File: config.mk
export PLATFORM = sky130hd
export DESIGN_NAME = versat_lite
export DESIGN_NICKNAME = d
export VERILOG_FILES = /design/src/design/versat_lite_pkg.sv /design/src/design/alu_lite.sv /design/src/design/apb_config.sv /design/src/design/stream_out.sv /design/src/design/versat_lite.sv
export SDC_FILE = /design/constraint.sdc
export NUM_CORES = 2
export LEC_CHECK = 0
export BUFFER_PORTS_ARGS = -buffer_cell sky130_fd_sc_hd__buf_2
export CAP_MARGIN = 30
export CORE_UTILIZATION = 33
export DETAILED_ROUTE_END_ITERATION = 6
export GPL_TIMING_DRIVEN = 0
export PLACE_DENSITY_LB_ADDON = 0.12
export SLEW_MARGIN = 20
export SYNTH_ARGS = -nofsm -noshare
export SYNTH_HDL_FRONTEND = slang
export SYNTH_SLANG_ARGS = --single-unit
File: constraint.sdc
create_clock -name clk -period 37.4 [get_ports clk]
set_input_delay 1.87 -clock clk [delete_from_list [all_inputs] [get_ports clk]]
set_output_delay 1.87 -clock clk [all_outputs]
set_load 0.01 [all_outputs]
File: src/design/versat_lite_pkg.sv
package versat_lite_pkg;

	// ALU function codes, 3 bits in the configuration word
	typedef enum logic [2:0] {
		FN_OR      = 3'd0,
		FN_AND     = 3'd1,
		FN_CMP_SIG = 3'd2,
		FN_MUX     = 3'd3,
		FN_SUB     = 3'd4,
		FN_ADD     = 3'd5,
		FN_MAX     = 3'd6,
		FN_MIN     = 3'd7
	} alu_fns_e;

	// field positions in a per-ALU configuration word
	localparam int CFG_FNS_LSB  = 0;
	localparam int CFG_LOOP_BIT = 3;
	localparam int CFG_SELA_LSB = 8;
	localparam int CFG_SELB_LSB = 16;

	// sela and selb fields are a byte wide each
	localparam int CFG_SEL_W = 8;

	// APB byte offsets
	localparam logic [11:0] REG_OUT_SEL  = 12'h000;
	localparam logic [11:0] REG_OUT_LAT  = 12'h004;
	localparam logic [11:0] REG_ALU_BASE = 12'h010;

	// one word per ALU from REG_ALU_BASE
	localparam int REG_ALU_STRIDE = 4;

endpackage

File: src/design/alu_lite.sv
`timescale 1ns/1ps

module alu_lite #(
	parameter int DATA_W = 32,
	parameter int N_BUS = 6,
	parameter int SEL_W = 3
) (
	input  logic                         clk,
	input  logic                         rst,
	input  logic [N_BUS*DATA_W-1:0]      bus,
	input  logic [SEL_W-1:0]             sela,
	input  logic [SEL_W-1:0]             selb,
	input  logic                         loop,
	input  versat_lite_pkg::alu_fns_e    fns,
	output logic [DATA_W-1:0]            result
);

	logic [DATA_W-1:0] op_a;
	logic [DATA_W-1:0] op_b;
	logic [DATA_W-1:0] op_a_q;
	logic [DATA_W-1:0] op_b_q;
	logic [DATA_W-1:0] a_int;
	logic [DATA_W-1:0] res_next;
	logic [DATA_W:0]   a_ext;
	logic [DATA_W:0]   b_ext;
	logic [DATA_W:0]   a_addend;
	logic [DATA_W:0]   sum_ext;
	logic              inv_a;
	logic              b_lt_a;
	logic              a_ctrl;

	// operand muxes from the bus
	assign op_a = bus[sela*DATA_W +: DATA_W];
	assign op_b = bus[selb*DATA_W +: DATA_W];

	always_ff @(posedge clk or posedge rst) begin
		if (rst) begin
			op_a_q <= '0;
			op_b_q <= '0;
		end else begin
			op_a_q <= op_a;
			op_b_q <= op_b;
		end
	end

	// self-loop replaces A with the previous result
	assign a_int = loop ? result : op_a_q;

	// registered A msb acts as control for mux, restart and hold
	assign a_ctrl = op_a_q[DATA_W-1];

	// shared adder, one extra sign bit so B-A never overflows
	assign inv_a    = (fns != versat_lite_pkg::FN_ADD);
	assign a_ext    = {a_int[DATA_W-1], a_int};
	assign b_ext    = {op_b_q[DATA_W-1], op_b_q};
	assign a_addend = inv_a ? ~a_ext : a_ext;
	assign sum_ext  = b_ext + a_addend + {{DATA_W{1'b0}}, inv_a};

	// sign of B-A
	assign b_lt_a = sum_ext[DATA_W];

	always_comb begin
		case (fns)
			versat_lite_pkg::FN_OR: begin
				res_next = a_int | op_b_q;
			end
			versat_lite_pkg::FN_AND: begin
				res_next = a_int & op_b_q;
			end
			versat_lite_pkg::FN_CMP_SIG: begin
				res_next = {b_lt_a, sum_ext[DATA_W-2:0]};
			end
			versat_lite_pkg::FN_MUX: begin
				if (a_ctrl) begin
					res_next = op_b_q;
				end else if (loop) begin
					res_next = result;
				end else begin
					res_next = '0;
				end
			end
			versat_lite_pkg::FN_SUB: begin
				res_next = sum_ext[DATA_W-1:0];
			end
			versat_lite_pkg::FN_ADD: begin
				// accumulator restarts at B
				if (loop && a_ctrl) begin
					res_next = op_b_q;
				end else begin
					res_next = sum_ext[DATA_W-1:0];
				end
			end
			versat_lite_pkg::FN_MAX: begin
				if (loop && a_ctrl) begin
					res_next = result;
				end else if (b_lt_a) begin
					res_next = a_int;
				end else begin
					res_next = op_b_q;
				end
			end
			versat_lite_pkg::FN_MIN: begin
				if (loop && a_ctrl) begin
					res_next = result;
				end else if (b_lt_a) begin
					res_next = op_b_q;
				end else begin
					res_next = a_int;
				end
			end
			default: begin
				res_next = sum_ext[DATA_W-1:0];
			end
		endcase
	end

	always_ff @(posedge clk or posedge rst) begin
		if (rst) begin
			result <= '0;
		end else begin
			result <= res_next;
		end
	end

	// selects come from software through the config slave
	sel_in_range: assert property (@(posedge clk) disable iff (rst)
		(int'(sela) < N_BUS) && (int'(selb) < N_BUS));

endmodule

File: src/design/apb_config.sv
`timescale 1ns/1ps

module apb_config #(
	parameter int N_ALU = 4,
	parameter int SEL_W = 3
) (
	input  logic                   clk,
	input  logic                   rst,
	input  logic [11:0]            paddr,
	input  logic                   psel,
	input  logic                   penable,
	input  logic                   pwrite,
	input  logic [31:0]            pwdata,
	output logic [31:0]            prdata,
	output logic                   pready,
	output logic                   pslverr,
	output logic [N_ALU*SEL_W-1:0] sela,
	output logic [N_ALU*SEL_W-1:0] selb,
	output logic [N_ALU-1:0]       loop,
	output logic [N_ALU*3-1:0]     fns,
	output logic [SEL_W-1:0]       out_sel,
	output logic [7:0]             out_lat
);

	localparam int FNS_W = $bits(versat_lite_pkg::alu_fns_e);
	localparam int N_BUS = N_ALU + 2;

	logic [SEL_W-1:0] sela_q [N_ALU];
	logic [SEL_W-1:0] selb_q [N_ALU];
	logic [FNS_W-1:0] fns_q [N_ALU];
	logic [N_ALU-1:0] alu_hit;
	logic             sel_hit;
	logic             lat_hit;
	logic             mapped;
	logic             wr_en;

	assign sel_hit = (paddr == versat_lite_pkg::REG_OUT_SEL);
	assign lat_hit = (paddr == versat_lite_pkg::REG_OUT_LAT);

	for (genvar g = 0; g < N_ALU; g++) begin : g_cfg
		assign alu_hit[g] = (paddr == versat_lite_pkg::REG_ALU_BASE +
			12'(g * versat_lite_pkg::REG_ALU_STRIDE));

		// flatten per-ALU fields
		assign sela[g*SEL_W +: SEL_W] = sela_q[g];
		assign selb[g*SEL_W +: SEL_W] = selb_q[g];
		assign fns[g*FNS_W +: FNS_W]  = fns_q[g];
	end

	assign mapped  = sel_hit | lat_hit | (|alu_hit);
	assign wr_en   = psel & penable & pwrite;

	// zero wait states
	assign pready  = 1'b1;
	assign pslverr = psel & penable & ~mapped;

	always_ff @(posedge clk or posedge rst) begin
		if (rst) begin
			out_sel <= '0;
			out_lat <= '0;
			loop    <= '0;
			for (int i = 0; i < N_ALU; i++) begin
				sela_q[i] <= '0;
				selb_q[i] <= '0;
				fns_q[i]  <= versat_lite_pkg::FN_OR;
			end
		end else if (wr_en) begin
			if (sel_hit) begin
				out_sel <= pwdata[SEL_W-1:0];
			end
			if (lat_hit) begin
				out_lat <= pwdata[7:0];
			end
			for (int i = 0; i < N_ALU; i++) begin
				if (alu_hit[i]) begin
					fns_q[i]  <= pwdata[versat_lite_pkg::CFG_FNS_LSB +: FNS_W];
					loop[i]   <= pwdata[versat_lite_pkg::CFG_LOOP_BIT];
					sela_q[i] <= pwdata[versat_lite_pkg::CFG_SELA_LSB +: SEL_W];
					selb_q[i] <= pwdata[versat_lite_pkg::CFG_SELB_LSB +: SEL_W];
				end
			end
		end
	end

	// readback, fields in place and the rest zero
	always_comb begin
		prdata = '0;
		if (sel_hit) begin
			prdata[SEL_W-1:0] = out_sel;
		end
		if (lat_hit) begin
			prdata[7:0] = out_lat;
		end
		for (int i = 0; i < N_ALU; i++) begin
			if (alu_hit[i]) begin
				prdata[versat_lite_pkg::CFG_FNS_LSB +: FNS_W]  = fns_q[i];
				prdata[versat_lite_pkg::CFG_LOOP_BIT]          = loop[i];
				prdata[versat_lite_pkg::CFG_SELA_LSB +: SEL_W] = sela_q[i];
				prdata[versat_lite_pkg::CFG_SELB_LSB +: SEL_W] = selb_q[i];
			end
		end
	end

	// software must not point an ALU past the end of the bus
	alu_sel_legal: assert property (@(posedge clk) disable iff (rst)
		(wr_en && |alu_hit) |->
		(int'(pwdata[versat_lite_pkg::CFG_SELA_LSB +: versat_lite_pkg::CFG_SEL_W]) < N_BUS) &&
		(int'(pwdata[versat_lite_pkg::CFG_SELB_LSB +: versat_lite_pkg::CFG_SEL_W]) < N_BUS));

	apb_enable_in_select: assert property (@(posedge clk) disable iff (rst)
		penable |-> psel);

endmodule

File: src/design/stream_out.sv
`timescale 1ns/1ps

module stream_out #(
	parameter int DATA_W = 32,
	parameter int N_BUS = 6,
	parameter int SEL_W = 3,
	parameter int MAX_LAT = 9
) (
	input  logic                    clk,
	input  logic                    rst,
	input  logic [N_BUS*DATA_W-1:0] bus,
	input  logic [SEL_W-1:0]        out_sel,
	input  logic [7:0]              out_lat,
	input  logic                    in_valid,
	output logic [DATA_W-1:0]       out_data,
	output logic                    out_valid
);

	// vline[k] is in_valid delayed by k+1 cycles
	logic [MAX_LAT-1:0] vline;

	always_ff @(posedge clk or posedge rst) begin
		if (rst) begin
			out_data <= '0;
		end else begin
			out_data <= bus[out_sel*DATA_W +: DATA_W];
		end
	end

	always_ff @(posedge clk or posedge rst) begin
		if (rst) begin
			vline <= '0;
		end else begin
			vline[0] <= in_valid;
			for (int i = 1; i < MAX_LAT; i++) begin
				vline[i] <= vline[i-1];
			end
		end
	end

	// tap select, zero latency passes in_valid through
	always_comb begin
		out_valid = 1'b0;
		if (out_lat == 8'd0) begin
			out_valid = in_valid;
		end
		for (int i = 0; i < MAX_LAT; i++) begin
			if (out_lat == 8'(i + 1)) begin
				out_valid = vline[i];
			end
		end
	end

	lat_in_range: assert property (@(posedge clk) disable iff (rst)
		out_lat <= 8'(MAX_LAT));

endmodule

File: src/design/versat_lite.sv
`timescale 1ns/1ps

module versat_lite #(
	parameter int DATA_W = 32,
	parameter int N_ALU = 4
) (
	input  logic              clk,
	input  logic              rst,
	input  logic [11:0]       paddr,
	input  logic              psel,
	input  logic              penable,
	input  logic              pwrite,
	input  logic [31:0]       pwdata,
	output logic [31:0]       prdata,
	output logic              pready,
	output logic              pslverr,
	input  logic [DATA_W-1:0] in_a,
	input  logic [DATA_W-1:0] in_b,
	input  logic              in_valid,
	output logic [DATA_W-1:0] out_data,
	output logic              out_valid
);

	// two inputs then one word per ALU
	localparam int N_BUS   = N_ALU + 2;
	localparam int SEL_W   = $clog2(N_BUS);
	localparam int MAX_LAT = 2 * N_ALU + 1;

	wire [N_BUS*DATA_W-1:0] bus;
	wire [N_ALU*SEL_W-1:0]  sela;
	wire [N_ALU*SEL_W-1:0]  selb;
	wire [N_ALU-1:0]        loop;
	wire [N_ALU*3-1:0]      fns;
	wire [SEL_W-1:0]        out_sel;
	wire [7:0]              out_lat;

	assign bus[0 +: DATA_W]      = in_a;
	assign bus[DATA_W +: DATA_W] = in_b;

	apb_config #(.N_ALU(N_ALU), .SEL_W(SEL_W)) u_cfg (
		.clk(clk), .rst(rst),
		.paddr(paddr), .psel(psel), .penable(penable), .pwrite(pwrite),
		.pwdata(pwdata), .prdata(prdata), .pready(pready), .pslverr(pslverr),
		.sela(sela), .selb(selb), .loop(loop), .fns(fns),
		.out_sel(out_sel), .out_lat(out_lat)
	);

	for (genvar i = 0; i < N_ALU; i++) begin : g_alu
		versat_lite_pkg::alu_fns_e fn;

		assign fn = versat_lite_pkg::alu_fns_e'(fns[i*3 +: 3]);

		alu_lite #(.DATA_W(DATA_W), .N_BUS(N_BUS), .SEL_W(SEL_W)) u_alu (
			.clk(clk), .rst(rst), .bus(bus),
			.sela(sela[i*SEL_W +: SEL_W]), .selb(selb[i*SEL_W +: SEL_W]),
			.loop(loop[i]), .fns(fn),
			.result(bus[(i+2)*DATA_W +: DATA_W])
		);
	end

	stream_out #(
		.DATA_W(DATA_W), .N_BUS(N_BUS), .SEL_W(SEL_W), .MAX_LAT(MAX_LAT)
	) u_out (
		.clk(clk), .rst(rst), .bus(bus),
		.out_sel(out_sel), .out_lat(out_lat), .in_valid(in_valid),
		.out_data(out_data), .out_valid(out_valid)
	);

endmodule

==> qor.yml <==
status: "complete, no violations"
setup_ws_ns: 29.73
postRouteWirelength_mm: 249
synth_seq_area_share_pct: 28.1
grt_max_degree: 97
cts_max_level: 2
num_rows: 131
vias: 42400
start_kind: "flip-flop"
layout-drive-gt1-share_pct: 17.0
wl_per_cell_microns: 38.0
drt_iter0_drc: 6308
cts_hold_buf: 0
drc: 0
post_cts_buffers: 0
io_pins: 181
nets: 5046
endpoint_kind: "flip-flop"
syn_to_final_growth_pct: 14.8
die_w_microns: 360
start_util_pct: 33.2
multi_input_area_sq_um: 27400
critical_path_class: "flip-flop to flip-flop"
vias_per_cell: 6.48
fp.dieH_microns: 360
p_int_uw: 1100
comb_power_share_pct: 29.5
p_leak_uw: 0.0186
dpl_cell_area_sq_um: 46200
preCtsSetupSlack_ns: 29.52
tns_ns: 0
path_clk_slew_ns: 0.06
gr-total-overflow: 0
setup_viol: 0
numCtsBuffers: 60
ys_ff_latch: 476
cts-root-buf: "clkbuf_16"
critPathArrivalTime_ns: 8.22
dpl.hpwl_mm: 185
cp_data_required_time_ns: 37.95
syn_area_per_cell_sq_um: 9.43
insertion_delay_ns: 0.72
core_area_sq_um: 128000
yosysWarnings: 0
fin_area_sq_um: 48600
fin_crit_sh_pct: 20.5
synth_area_sq_um: 42400
synth_ff_type: "dfrtp_1"
critPathMaxFanout: 10
seqPwrFrac_pct: 33.3
fillers: 13000
grt_pass1_wl_mm: 336
cts_buffer_depth: 3
fmax_mhz: 130
cts_tree: "done"
final_util_pct: 38.1
synth_edf_count: 0
cts_resized: 0
finalHoldViolations: 0
tightestPinTransition_ns: 1.19
drtPass1Iterations: 6
p_sw_share_pct: 37.4
cts_sinks: 476
max-vdd-ir-drop_mv: 0.0391
dieArea_sq_um: 130000
postRouteAntennaNets: 0
grt_setup_unrepaired: "no"
grt.total_usage_pct: 37.5
post-route-min-period_ns: 7.67
power_switching_uw: 660
maxSlewViolCount: 0
grt_pass1_vias: 39800
pwr-share-clk_pct: 37.2
port_buffers: 141
antenna_found_initial: 39
ff_latch_area_sq_um: 11900
max-cap-violations: 0
finalClockSkew_ns: 0.0410
slew_headroom_pct: 20.6
gp_congestion: 1.06
synthArstFlopShare_pct: 100
power.density_nw_per_um2: 36.2
synth_cell_types: 79
syn-instance-count: 4494
min-delay-path-class: "flip-flop to flip-flop"
==> kinds of logic after synthesis <==
kind of cell / count (synthesis) / synth area share, %
adders and majority gates: 131 / 3.94
and+or+nand+nor: 715 / 7.83
buffers and inverters: 817 / 7.43
muxes: 793 / 27.7
other: 2 / 0.0177
xor gates and xnor gates: 230 / 4.76
DFF: 476 / 28.1
AOI/OAI and AO/OA: 1330 / 20.2
==> area by class of cell <==
cell class	count	area share, %
antenna	32	0.165
buffer	470	3.93
clock buffer	73	3.35
clock inverter	36	1.04
inverter	347	2.69
multi-input combinational	3218	56.3
sequential	476	24.5
tap	1662	4.28
timing repair buffer	228	3.78
==> routing by layer <==
metal  GRT usage, %  vias up  part of all wire, %
li1               -    17400                    -
met1           47.9    21400                   39
met2           54.5     2810                   42
met3           11.3      736                   11
met4           24.5       22                  7.5
met5              0        -                0.058
==> path summary, 6_finish.rpt <==
kind / endpoint / start / cells after the start / slack, ns
setup / recovery: g_alu[2].u_alu.result[29]$_DFFE_PP0P_ / u_cfg.loop[2]$_DFFE_PP0P_ / 19 / 29.73
hold / removal: u_out.vline[1]$_DFF_PP0_ / u_out.vline[0]$_DFF_PP0_ / 0 / 0.37
setup reg to reg: g_alu[2].u_alu.result[29]$_DFFE_PP0P_ / u_cfg.loop[2]$_DFFE_PP0P_ / 19 / 29.73
hold reg to reg: u_out.vline[1]$_DFF_PP0_ / u_out.vline[0]$_DFF_PP0_ / 0 / 0.37
max in group asynchronous: u_out.out_data[2]$_DFF_PP0_ / rst / 5 / 34.43
min in group asynchronous: u_cfg.out_lat[4]$_DFFE_PP0P_ / rst / 2 / 1.24
==> cell usage after synthesis, types with 14 or more instances <==
| cell | n | share of area (%) |
|---|---|---|
| nor2_1 | 228 | 2.0 |
| and2_1 | 18 | 0.27 |
| buf_1 | 83 | 0.74 |
| o211ai_1 | 26 | 0.46 |
| nand2_1 | 202 | 1.8 |
| clkbuf_1 | 362 | 3.2 |
| dfrtp_1 | 476 | 28 |
| mux4_2 | 297 | 16 |
| mux2_2 | 66 | 1.8 |
| buf_4 | 20 | 0.35 |
| a21oi_1 | 266 | 3.1 |
| ha_1 | 127 | 3.8 |
| a21o_1 | 60 | 1.1 |
| a31oi_1 | 52 | 0.77 |
| xor2_1 | 42 | 0.87 |
| inv_1 | 346 | 3.1 |
| o21bai_1 | 29 | 0.51 |
| o221a_2 | 20 | 0.53 |
| o22ai_1 | 330 | 4.9 |
| mux2i_1 | 428 | 10 |
| nand3_1 | 61 | 0.72 |
| nand2b_1 | 38 | 0.56 |
| and3_1 | 31 | 0.46 |
| o221ai_1 | 19 | 0.39 |
| a221oi_1 | 30 | 0.62 |
| xnor2_1 | 188 | 3.9 |
| a211oi_1 | 37 | 0.66 |
| or3_1 | 14 | 0.21 |
| nand4_1 | 19 | 0.28 |
| o32ai_1 | 51 | 1.1 |
| nor3_1 | 42 | 0.50 |
| o21ai_0 | 259 | 3.1 |
| nor2b_1 | 17 | 0.25 |
| o21a_1 | 33 | 0.58 |
==> through the flow <==
step,hold WS [ns],total power (uW),cells
2_1_floorplan,0.349,837,4511
3_3_place_gp,0.356,1060,6314
3_5_place_dp,0.356,1080,6383
4_1_cts,0.368,1730,6492
5_1_grt,0.372,1790,6510
6_report,0.369,1760,6542
==> state kept, by name (all words and copies together) (netlist names) <==
| name | count |
|---|---|
| u_cfg.loop | 4 |
| u_out.out_data | 32 |
| g_alu.u_alu.op_b_q | 128 |
| u_out.vline | 9 |
| u_cfg.selb | 12 |
| u_cfg.out_sel | 3 |
| g_alu.u_alu.op_a_q | 128 |
| u_cfg.fns | 12 |
| u_cfg.sela | 12 |
| g_alu.u_alu.result | 128 |
| u_cfg.out_lat | 8 |
==> power by group through the flow <==
| stage | clock [uW] | sequential [uW] | combinational (uW) |
|---|---|---|---|
| after floorplan | 0 | 575 | 262 |
| after global placement | 0 | 594 | 470 |
| after detailed placement | 0 | 593 | 486 |
| after CTS | 658 | 584 | 488 |
| after global routing | 676 | 588 | 529 |
| final | 655 | 587 | 521 |
==> cells in the final DEF (no fill, tap or decap), types with 127 or more instances in the layout <==
master    count
buf_2       153
xnor2_1     188
o21ai_0     259
nand2_1     202
nor2_1      228
inv_1       345
ha_1        127
mux4_2      297
o22ai_1     330
mux2i_1     427
clkbuf_1    318
dfrtp_1     476
a21oi_1     266
==> worst max-delay path, cell delays in order, from the launching register on <==
cell,delay [ns]
dfrtp_1,0.31
buf_2,0.21
buf_1,0.71
clkbuf_1,0.82
buf_1,0.46
buf_6,0.23
mux2i_1,0.38
xnor2_1,0.19
inv_1,0.08
fa_1,0.42
o21ai_0,0.61
a21oi_1,0.29
o21ai_1,0.44
a41oi_1,0.28
o21ai_2,0.27
mux2i_1,0.64
nand2_1,0.49
buf_2,0.37
a21oi_1,0.18
o22ai_1,0.11
No activity file was read; power rests on OpenSTA's default activity.
